File: src/logic/pgm_mem_pkg.sv
`default_nettype none

// Shared widths and types of the external memory hub
package pgm_mem_pkg;

    // DDRAM port geometry
    localparam int DDRAM_ADDR_W = 29;   // 64-bit word address
    localparam int DDRAM_DATA_W = 64;   // One beat
    localparam int DDRAM_BE_W   = 8;    // One enable per byte of the beat

    // CPU side, byte address carried as bits 23:1
    localparam int CPU_ADDR_W = 24;
    localparam int CPU_DATA_W = 16;     // Big-endian 16-bit bus

    // ROM loader side
    localparam int LOADER_ADDR_W = 27;  // Byte address from the host
    localparam int IOCTL_DATA_W  = 16;  // Host delivers 16-bit words
    localparam int IOCTL_INDEX_W = 8;

    // Main ROM download slot, other indexes are ignored here
    localparam logic [IOCTL_INDEX_W-1:0] LOADER_ROM_INDEX = 8'd0;

    // Arbiter slots
    // Same encoding is used for the sequencer state and the grant tag
    typedef enum logic [1:0] {
        client_idle  = 2'd0,    // No grant, DDRAM free for the next pick
        client_cpu   = 2'd1,    // Highest priority
        client_video = 2'd2,
        client_audio = 2'd3     // Lowest, edge triggered
    } client_t;

    // One pending loader write
    // addr is already the DDRAM word address
    // data holds the host word in all four lanes, be picks the lane
    typedef struct packed {
        logic [DDRAM_ADDR_W-1:0] addr;
        logic [DDRAM_DATA_W-1:0] data;
        logic [DDRAM_BE_W-1:0]   be;
    } loader_write_t;

    // Finished read as seen by the return stage
    typedef struct packed {
        logic    valid;     // Beat present on ddram_dout this cycle
        client_t client;    // Who the beat belongs to
    } read_done_t;

endpackage

`default_nettype wire

File: src/logic/mem_request_decode.sv
`timescale 1ns/1ps
`default_nettype none

// Next-client pick and ROM loader write latch
module mem_request_decode import pgm_mem_pkg::*; (
    input  wire logic                     fixed_50m_clk,
    input  wire logic                     reset,

    input  wire logic                     ioctl_download,
    input  wire logic                     ioctl_wr,
    input  wire logic [LOADER_ADDR_W-1:0] ioctl_addr,
    input  wire logic [IOCTL_DATA_W-1:0]  ioctl_dout,
    input  wire logic [IOCTL_INDEX_W-1:0] ioctl_index,
    input  wire logic                     ddram_busy,

    input  wire logic                     cpu_req,     // Level
    input  wire logic                     vid_rd,      // Level
    input  wire logic                     sound_rd,    // Only its rising edge counts
    input  wire logic                     cpu_ack,
    input  wire logic                     vid_ack,

    output client_t                       next_client,
    output loader_write_t                 loader_wr,
    output logic                          wr_pending
);

    logic                  sound_rd_last;   // Previous sound_rd for edge detect
    logic                  sound_rise;
    logic                  wr_accept;
    logic [DDRAM_BE_W-1:0] lane_be;

    always_ff @(posedge fixed_50m_clk) begin
        if (reset) begin
            sound_rd_last <= 1'b0;
        end else begin
            sound_rd_last <= sound_rd;
        end
    end

    assign sound_rise = sound_rd && !sound_rd_last;

    // Fixed priority, a held ack blocks its own client
    always_comb begin
        if (cpu_req && !cpu_ack) begin
            next_client = client_cpu;
        end else if (vid_rd && !vid_ack) begin
            next_client = client_video;
        end else if (sound_rise) begin
            next_client = client_audio;   // Lost if the arbiter is busy on this edge
        end else begin
            next_client = client_idle;
        end
    end

    // New ROM word only once the previous one has gone out
    assign wr_accept = ioctl_download && ioctl_wr &&
                       (ioctl_index == LOADER_ROM_INDEX) && !wr_pending;

    always_comb begin
        case (ioctl_addr[2:1])              // 16-bit lane inside the 64-bit beat
            2'd0:    lane_be = 8'h03;
            2'd1:    lane_be = 8'h0C;
            2'd2:    lane_be = 8'h30;
            default: lane_be = 8'hC0;
        endcase
    end

    always_ff @(posedge fixed_50m_clk) begin
        if (reset || !ioctl_download) begin
            wr_pending <= 1'b0;             // Dropped as soon as the download ends
        end else if (wr_accept) begin
            wr_pending <= 1'b1;
        end else if (wr_pending && !ddram_busy) begin
            wr_pending <= 1'b0;             // DDRAM took the write this cycle
        end
    end

    // Held stable while the host waits on ioctl_wait
    always_ff @(posedge fixed_50m_clk) begin
        if (wr_accept) begin
            loader_wr.addr <= {{(DDRAM_ADDR_W - LOADER_ADDR_W + 3){1'b0}},
                               ioctl_addr[LOADER_ADDR_W-1:3]};
            loader_wr.data <= {4{ioctl_dout}};
            loader_wr.be   <= lane_be;
        end
    end

endmodule

`default_nettype wire

File: src/logic/ddram_sequencer.sv
`timescale 1ns/1ps
`default_nettype none

// DDRAM command sequencer
// One grant at a time, one ddram_rd pulse per grant
module ddram_sequencer import pgm_mem_pkg::*; (
    input  wire logic                    fixed_50m_clk,
    input  wire logic                    reset,

    input  wire logic                    ioctl_download,
    input  client_t                      next_client,
    input  loader_write_t                loader_wr,
    input  wire logic                    wr_pending,

    input  wire logic [CPU_ADDR_W-1:1]   cpu_addr,
    input  wire logic [DDRAM_ADDR_W-1:0] vid_addr,
    input  wire logic [DDRAM_ADDR_W-1:0] sound_addr,

    input  wire logic                    ddram_busy,
    input  wire logic                    ddram_dout_ready,

    output logic                         ddram_rd,
    output logic                         ddram_we,
    output logic [DDRAM_ADDR_W-1:0]      ddram_addr,
    output logic [DDRAM_DATA_W-1:0]      ddram_din,
    output logic [DDRAM_BE_W-1:0]        ddram_be,

    output read_done_t                   rd_done
);

    client_t state;         // Current grant, client_idle when free
    logic    rd_issued;     // Read already sent for this grant
    logic    granted;

    assign granted = (state != client_idle);

    always_ff @(posedge fixed_50m_clk) begin
        if (reset) begin
            state     <= client_idle;
            rd_issued <= 1'b0;
        end else if (ioctl_download) begin
            // Loader owns the port, no reads at all
            state     <= client_idle;
            rd_issued <= 1'b0;
        end else begin
            case (state)
                client_idle: begin
                    rd_issued <= 1'b0;
                    // Ack of the finished read is not up yet, so no pick this cycle
                    if (!rd_done.valid) begin
                        state <= next_client;   // Stays idle when nobody asks
                    end
                end
                default: begin
                    if (ddram_rd) begin
                        rd_issued <= 1'b1;
                    end
                    if (ddram_dout_ready) begin
                        state <= client_idle;   // Beat is back, grant ends
                    end
                end
            endcase
        end
    end

    // First cycle of the grant with the port free
    assign ddram_rd = !ioctl_download && granted && !rd_issued && !ddram_busy;

    // Address mux, loader address wins during a download
    always_comb begin
        if (ioctl_download) begin
            ddram_addr = loader_wr.addr;
        end else begin
            case (state)
                client_cpu:   ddram_addr = {{(DDRAM_ADDR_W - CPU_ADDR_W + 3){1'b0}},
                                            cpu_addr[CPU_ADDR_W-1:3]};
                client_audio: ddram_addr = sound_addr;
                default:      ddram_addr = vid_addr;     // Video and idle
            endcase
        end
    end

    // Write side straight from the loader latch
    assign ddram_we  = wr_pending;
    assign ddram_din = loader_wr.data;
    assign ddram_be  = wr_pending ? loader_wr.be : {DDRAM_BE_W{1'b1}};  // Reads take the full beat

    // Completion registered on the edge that ends the ready cycle
    // Valid for one cycle, tagged with the grant that was served
    always_ff @(posedge fixed_50m_clk) begin
        if (reset) begin
            rd_done.valid  <= 1'b0;
            rd_done.client <= client_idle;
        end else begin
            rd_done.valid  <= ddram_dout_ready && granted && !ioctl_download;
            rd_done.client <= state;
        end
    end

endmodule

`default_nettype wire

File: src/logic/read_return.sv
`timescale 1ns/1ps
`default_nettype none

// Read data capture and per-client acknowledge flags
module read_return import pgm_mem_pkg::*; (
    input  wire logic                    fixed_50m_clk,
    input  wire logic                    reset,

    input  read_done_t                   rd_done,
    input  wire logic [DDRAM_DATA_W-1:0] ddram_dout,
    input  wire logic [1:0]              cpu_lane,      // cpu_addr bits 2:1

    input  wire logic                    cpu_req,
    input  wire logic                    vid_rd,
    input  wire logic                    sound_rd,

    output logic [CPU_DATA_W-1:0]        cpu_data,
    output logic                         cpu_ack,
    output logic                         vid_ack,
    output logic                         sound_ack
);

    logic [DDRAM_DATA_W-1:0] cpu_beat;     // Last beat fetched for the CPU
    logic [CPU_DATA_W-1:0]   cpu_word;
    logic [2:0]              done_hit;     // Bit 0 CPU, 1 video, 2 audio
    logic [2:0]              req_level;
    logic [2:0]              ack_q;

    assign done_hit[0] = rd_done.valid && (rd_done.client == client_cpu);
    assign done_hit[1] = rd_done.valid && (rd_done.client == client_video);
    assign done_hit[2] = rd_done.valid && (rd_done.client == client_audio);

    assign req_level = {sound_rd, vid_rd, cpu_req};

    always_ff @(posedge fixed_50m_clk) begin
        if (done_hit[0]) begin
            cpu_beat <= ddram_dout;
        end
    end

    // Set by the beat, held until the requester lets go
    // Set wins when both happen in the same cycle
    always_ff @(posedge fixed_50m_clk) begin
        if (reset) begin
            ack_q <= 3'b000;
        end else begin
            ack_q <= done_hit | (ack_q & req_level);
        end
    end

    assign cpu_ack   = ack_q[0];
    assign vid_ack   = ack_q[1];
    assign sound_ack = ack_q[2];

    assign cpu_word = cpu_beat[cpu_lane*CPU_DATA_W +: CPU_DATA_W];   // Lane by address
    assign cpu_data = {cpu_word[7:0], cpu_word[15:8]};               // Swap for 68000 order

endmodule

`default_nettype wire

File: src/logic/pgm_mem_hub.sv
`timescale 1ns/1ps
`default_nettype none

// External memory hub, one DDRAM port shared by loader, CPU, video and audio
module pgm_mem_hub import pgm_mem_pkg::*; (
    input  wire logic                     fixed_50m_clk,
    input  wire logic                     reset,

    // Host ROM download
    input  wire logic                     ioctl_download,
    input  wire logic                     ioctl_wr,
    input  wire logic [LOADER_ADDR_W-1:0] ioctl_addr,
    input  wire logic [IOCTL_DATA_W-1:0]  ioctl_dout,
    input  wire logic [IOCTL_INDEX_W-1:0] ioctl_index,
    output logic                          ioctl_wait,

    // CPU, video and audio read clients
    input  wire logic                     cpu_req,
    input  wire logic [CPU_ADDR_W-1:1]    cpu_addr,
    output logic                          cpu_ack,
    output logic [CPU_DATA_W-1:0]         cpu_data,
    input  wire logic                     vid_rd,
    input  wire logic [DDRAM_ADDR_W-1:0]  vid_addr,
    output logic                          vid_ack,
    input  wire logic                     sound_rd,
    input  wire logic [DDRAM_ADDR_W-1:0]  sound_addr,
    output logic                          sound_ack,

    // DDRAM port
    output logic                          ddram_rd,
    output logic                          ddram_we,
    output logic [DDRAM_ADDR_W-1:0]       ddram_addr,
    output logic [DDRAM_DATA_W-1:0]       ddram_din,
    output logic [DDRAM_BE_W-1:0]         ddram_be,
    input  wire logic [DDRAM_DATA_W-1:0]  ddram_dout,
    input  wire logic                     ddram_busy,
    input  wire logic                     ddram_dout_ready
);

    client_t       next_client;
    loader_write_t loader_wr;
    logic          wr_pending;
    read_done_t    rd_done;

    mem_request_decode mem_request_decode_inst (
        .fixed_50m_clk (fixed_50m_clk),
        .reset         (reset),
        .ioctl_download(ioctl_download),
        .ioctl_wr      (ioctl_wr),
        .ioctl_addr    (ioctl_addr),
        .ioctl_dout    (ioctl_dout),
        .ioctl_index   (ioctl_index),
        .ddram_busy    (ddram_busy),
        .cpu_req       (cpu_req),
        .vid_rd        (vid_rd),
        .sound_rd      (sound_rd),
        .cpu_ack       (cpu_ack),      // Held acks block a new grant
        .vid_ack       (vid_ack),
        .next_client   (next_client),
        .loader_wr     (loader_wr),
        .wr_pending    (wr_pending)
    );

    ddram_sequencer ddram_sequencer_inst (
        .fixed_50m_clk   (fixed_50m_clk),
        .reset           (reset),
        .ioctl_download  (ioctl_download),
        .next_client     (next_client),
        .loader_wr       (loader_wr),
        .wr_pending      (wr_pending),
        .cpu_addr        (cpu_addr),
        .vid_addr        (vid_addr),
        .sound_addr      (sound_addr),
        .ddram_busy      (ddram_busy),
        .ddram_dout_ready(ddram_dout_ready),
        .ddram_rd        (ddram_rd),
        .ddram_we        (ddram_we),
        .ddram_addr      (ddram_addr),
        .ddram_din       (ddram_din),
        .ddram_be        (ddram_be),
        .rd_done         (rd_done)
    );

    read_return read_return_inst (
        .fixed_50m_clk(fixed_50m_clk),
        .reset        (reset),
        .rd_done      (rd_done),
        .ddram_dout   (ddram_dout),
        .cpu_lane     (cpu_addr[2:1]),
        .cpu_req      (cpu_req),
        .vid_rd       (vid_rd),
        .sound_rd     (sound_rd),
        .cpu_data     (cpu_data),
        .cpu_ack      (cpu_ack),
        .vid_ack      (vid_ack),
        .sound_ack    (sound_ack)
    );

    assign ioctl_wait = wr_pending;     // Host stalls while a write is queued

endmodule

`default_nettype wire

File: config.mk
export PLATFORM = sky130hd
export DESIGN_NAME = pgm_mem_hub
export DESIGN_NICKNAME = d
export VERILOG_FILES = /design/src/logic/pgm_mem_pkg.sv /design/src/logic/mem_request_decode.sv /design/src/logic/ddram_sequencer.sv /design/src/logic/read_return.sv /design/src/logic/pgm_mem_hub.sv
export SDC_FILE = /design/constraint.sdc
export NUM_CORES = 1
export LEC_CHECK = 0
export BUFFER_PORTS_ARGS = -buffer_cell sky130_fd_sc_hd__buf_2
export CAP_MARGIN = 20
export CORE_AREA = 2 2 128 130
export DETAILED_ROUTE_END_ITERATION = 16
export DIE_AREA = 0 0 130 132
export PLACE_DENSITY = 0.69
export SETUP_SLACK_MARGIN = 0.1
export SYNTH_ARGS = -nofsm -noshare
export SYNTH_HDL_FRONTEND = slang
export SYNTH_SLANG_ARGS = --single-unit
export TNS_END_PERCENT = 10
File: constraint.sdc
create_clock -name fixed_50m_clk -period 2.14 [get_ports fixed_50m_clk]
set_input_delay 0.214 -clock fixed_50m_clk [delete_from_list [all_inputs] [get_ports fixed_50m_clk]]
set_output_delay 0.214 -clock fixed_50m_clk [all_outputs]
set_load 0.01 [all_outputs]
==> impl_results.md <==
- Status: finished, final reports clean
- RSZ-0062 raised after global routing: yes
- Worst slew margin: 70.1%
- Cell Area, Placed: 6890 µm²
- Post-route ant nets: 0
- Final core occ: 54.6%
- Root Driver: clkbuf_16
- Final Critical Period: 1.97 ns
- Worst path required time: 1.93 ns
- Final Net Count: 955
- Synth top area cells: edfxtp_1, buf_4, mux4_2
- # IOs: 328
- Post-Syn Area: 5490 µm²
- Die width: 130 µm
- CP Max Fanout: 17
- Tot Pwr: 6240 µW
- DRC: 0
- Class of the worst hold path: in2reg
- Share of the synthesized area in the top cell type: 59.1%
- Grt total ovfl: 0
- Most frequent cells in the layout: buf_2, edfxtp_1, dlygate4sd3_1, nor2_1, a21o_1
- #FFs+latches synth: 119
- Post-DR wirelength/cell: 17.5 µm
- Synthesized instance count: 378
- Tcrit/Tclk final: 91.9%
- Worst-skew pair later-pin latency: 0.41 ns
- Routed vias: 4505
- Leak pwr: 0.00369 µW
- DRT iter0 DRCs: 167
- DIE HEIGHT: 132 µm
- Pwr Density: 728 nW/µm²
- Max VDD drop: 0.526 mV
- PortBufs: 326
- Main combinational cell family by area after synthesis: buffers and inverters
- H-tree Lvls: 4
- Synth warn: 0
- Hold Path Stages: 1
- Clk slew on worst S/H paths: 0.06 ns
- Sequential cell area fraction in the yosys report: 63.1%
- Post-synth cell types: 33
- Final-report hold violation count: 0
- Critical path class: reg2out
- Maxcap violations: 0
- Post-route design area: 8570 µm²
- Worst endpoint data arrival time: 1.75 ns
- Non-Filler Instances: 978
- XOR/XNOR share of the synthesized area: 0%
- Mux share of post-synthesis cell area: 10.4%
- Initial antenna violation count: 0
- CP bufs+invs: 2
- Area leader, netlist: edfxtp_1
- CTS tree: built
- Largest net degree at the start of global routing: 66
- Crit-path cells: buf_12, mux2i_2, a211oi_2, a21o_1, buf_2
- Antenna diode count: 0
- CP top delay family: flip-flops
- PnR worst setup slack: 0.173 ns
- Commonest non-fill, non-tap cell in the layout: buf_2
- Placed instance count: 840
- Area grow syn2layout: 56.3%
- Syn Area/Cell: 14.5 µm²
- Global placement routability congestion: 0.814
- Slew @ Worst Pin: 0.445 ns
- Critical Path Slowest Stage Cell: dfxtp_4
- CP startpoint kind: flip-flop
- Final HPWL DP: 11.5 mm
- First-pass GRT wire length: 25.0 mm
- Routed vias/inst: 4.61
- Stages on worst setup path: 5
- FP Rows: 46
- # setup viols final: 0
- Total CTS buffers: 17
- Routed wire length: 17.1 mm
- Vias in the first global route: 4836
- Initial Utilization: 34.9%
- Worst Clk Skew: 0.00749 ns
- # clock sinks: 119
- Synth Area in Adders: 0%
- Syn_nets: 583
- Fmax: 508 MHz
- FF-to-FF path depth: 3
- Placeable Area: 15700 µm²
- Pre-CTS setup slack: 0.429 ns
- Max Root-Sink Buffers: 2
- Crit-path max cell delay: 0.45 ns
- 1st-pass router iterations: 4
- Tot GR Track Use: 19.4%
- Synth Area in Simple Gates: 6.82%
- Compound-cell area share of the yosys netlist: 7.87%
- Max Slew Vio Count: 0
- DIE AREA: 17200 µm²
- Worst Setup End Kind: output port
- Fraction of layout instances using a drive strength above 1: 51.8%
-- registers in the layout, indices dropped and copies added (netlist names) --
signal / flops
read_return_inst.cpu_beat: 64
read_return_inst.ack_q: 3
mem_request_decode_inst.sound_rd_last: 1
ddram_sequencer_inst.rd_done: 3
mem_request_decode_inst.wr_pending: 1
ddram_sequencer_inst.state: 2
mem_request_decode_inst.loader_wr: 44
ddram_sequencer_inst.rd_issued: 1
-- final timing paths --
path                                                   startpoint                                         endpoint  slack, ns
setup / recovery       ddram_sequencer_inst.state[1]$_SDFFE_PP0P_                                    ddram_addr[9]       0.17
hold reg to reg              read_return_inst.ack_q[1]$_SDFF_PP0_             read_return_inst.ack_q[1]$_SDFF_PP0_       0.49
setup reg to reg  mem_request_decode_inst.wr_pending$_SDFFE_PP0P_  mem_request_decode_inst.loader_wr[80]$_DFFE_PP_       0.43
hold / removal                                     ddram_dout[24]          read_return_inst.cpu_beat[24]$_DFFE_PP_       0.03
-- routing by layer --
layer  vias to the layer above  part of all wire (%)  GRT usage [%]
met1                      2156                    38           21.2
met5                         -                     0              0
met4                         0                   1.3           4.96
met3                        15                   7.4           5.52
li1                       2095                     -              -
met2                       239                    53           36.4
-- repair_timing --
action | 4_1_cts | 5_1_grt
endpoints found under the setup margin | 6 | 6
gates resized for setup | 2 | 2
hold buffers | 102 | 0
setup buffers | 0 | 5
endpoints found under the hold margin | 102 | 0
cloned | 0 | 0
-- synthesized netlist by cell type --
cell type,instances
clkbuf_2,1
nand2b_1,5
o21ai_0,4
and2_1,2
o221a_2,1
or4_1,1
buf_6,4
nor3b_1,1
nor4_2,1
mux2i_1,21
o21ai_1,1
buf_8,1
a32oi_1,2
dfxtp_1,11
buf_2,8
nor2_1,31
a211oi_1,21
edfxtp_1,108
nand2_1,5
a21o_1,21
a21oi_1,11
and3b_1,2
clkbuf_1,4
nor2b_1,16
o31ai_1,1
nand3b_1,3
mux4_2,16
buf_1,2
nor4_1,1
nor3_1,1
and3_1,1
buf_4,69
nor4bb_1,1
-- power by group --
group | switching, µW | internal (µW) | total [µW]
logic | 283 | 409 | 692
registers | 11.3 | 2540 | 2550
clock network | 1130 | 1860 | 3000
-- through the flow --
step                      hold WS [ns]  setup TNS [ns]
final                           0.0300               0
after global routing          0.000852               0
after CTS                      0.00665               0
after detailed placement         0.392               0
after global placement           0.390               0
after floorplan                  0.283           -5.63
-- worst register-to-register path, cell delays in order, from the launching register on --
cell	delay, ns
dfxtp_1	0.37
nor4bb_1	0.35
and3_2	0.46
buf_12	0.22
-- cell families after synthesis --
logic type / count (synthesis)
compound gates: 62
simple gates: 71
buf+inv: 89
mux: 37
flops: 119
-- final cells by class --
cell class	count	area, µm²
fillers	1284	7140
clock inverters	14	186
multi-input cells	170	1390
well taps	216	270
clock buffers	17	425
flip-flops and latches	119	3470
repair buffers	442	2830
Power figures use the tool's default switching activity.
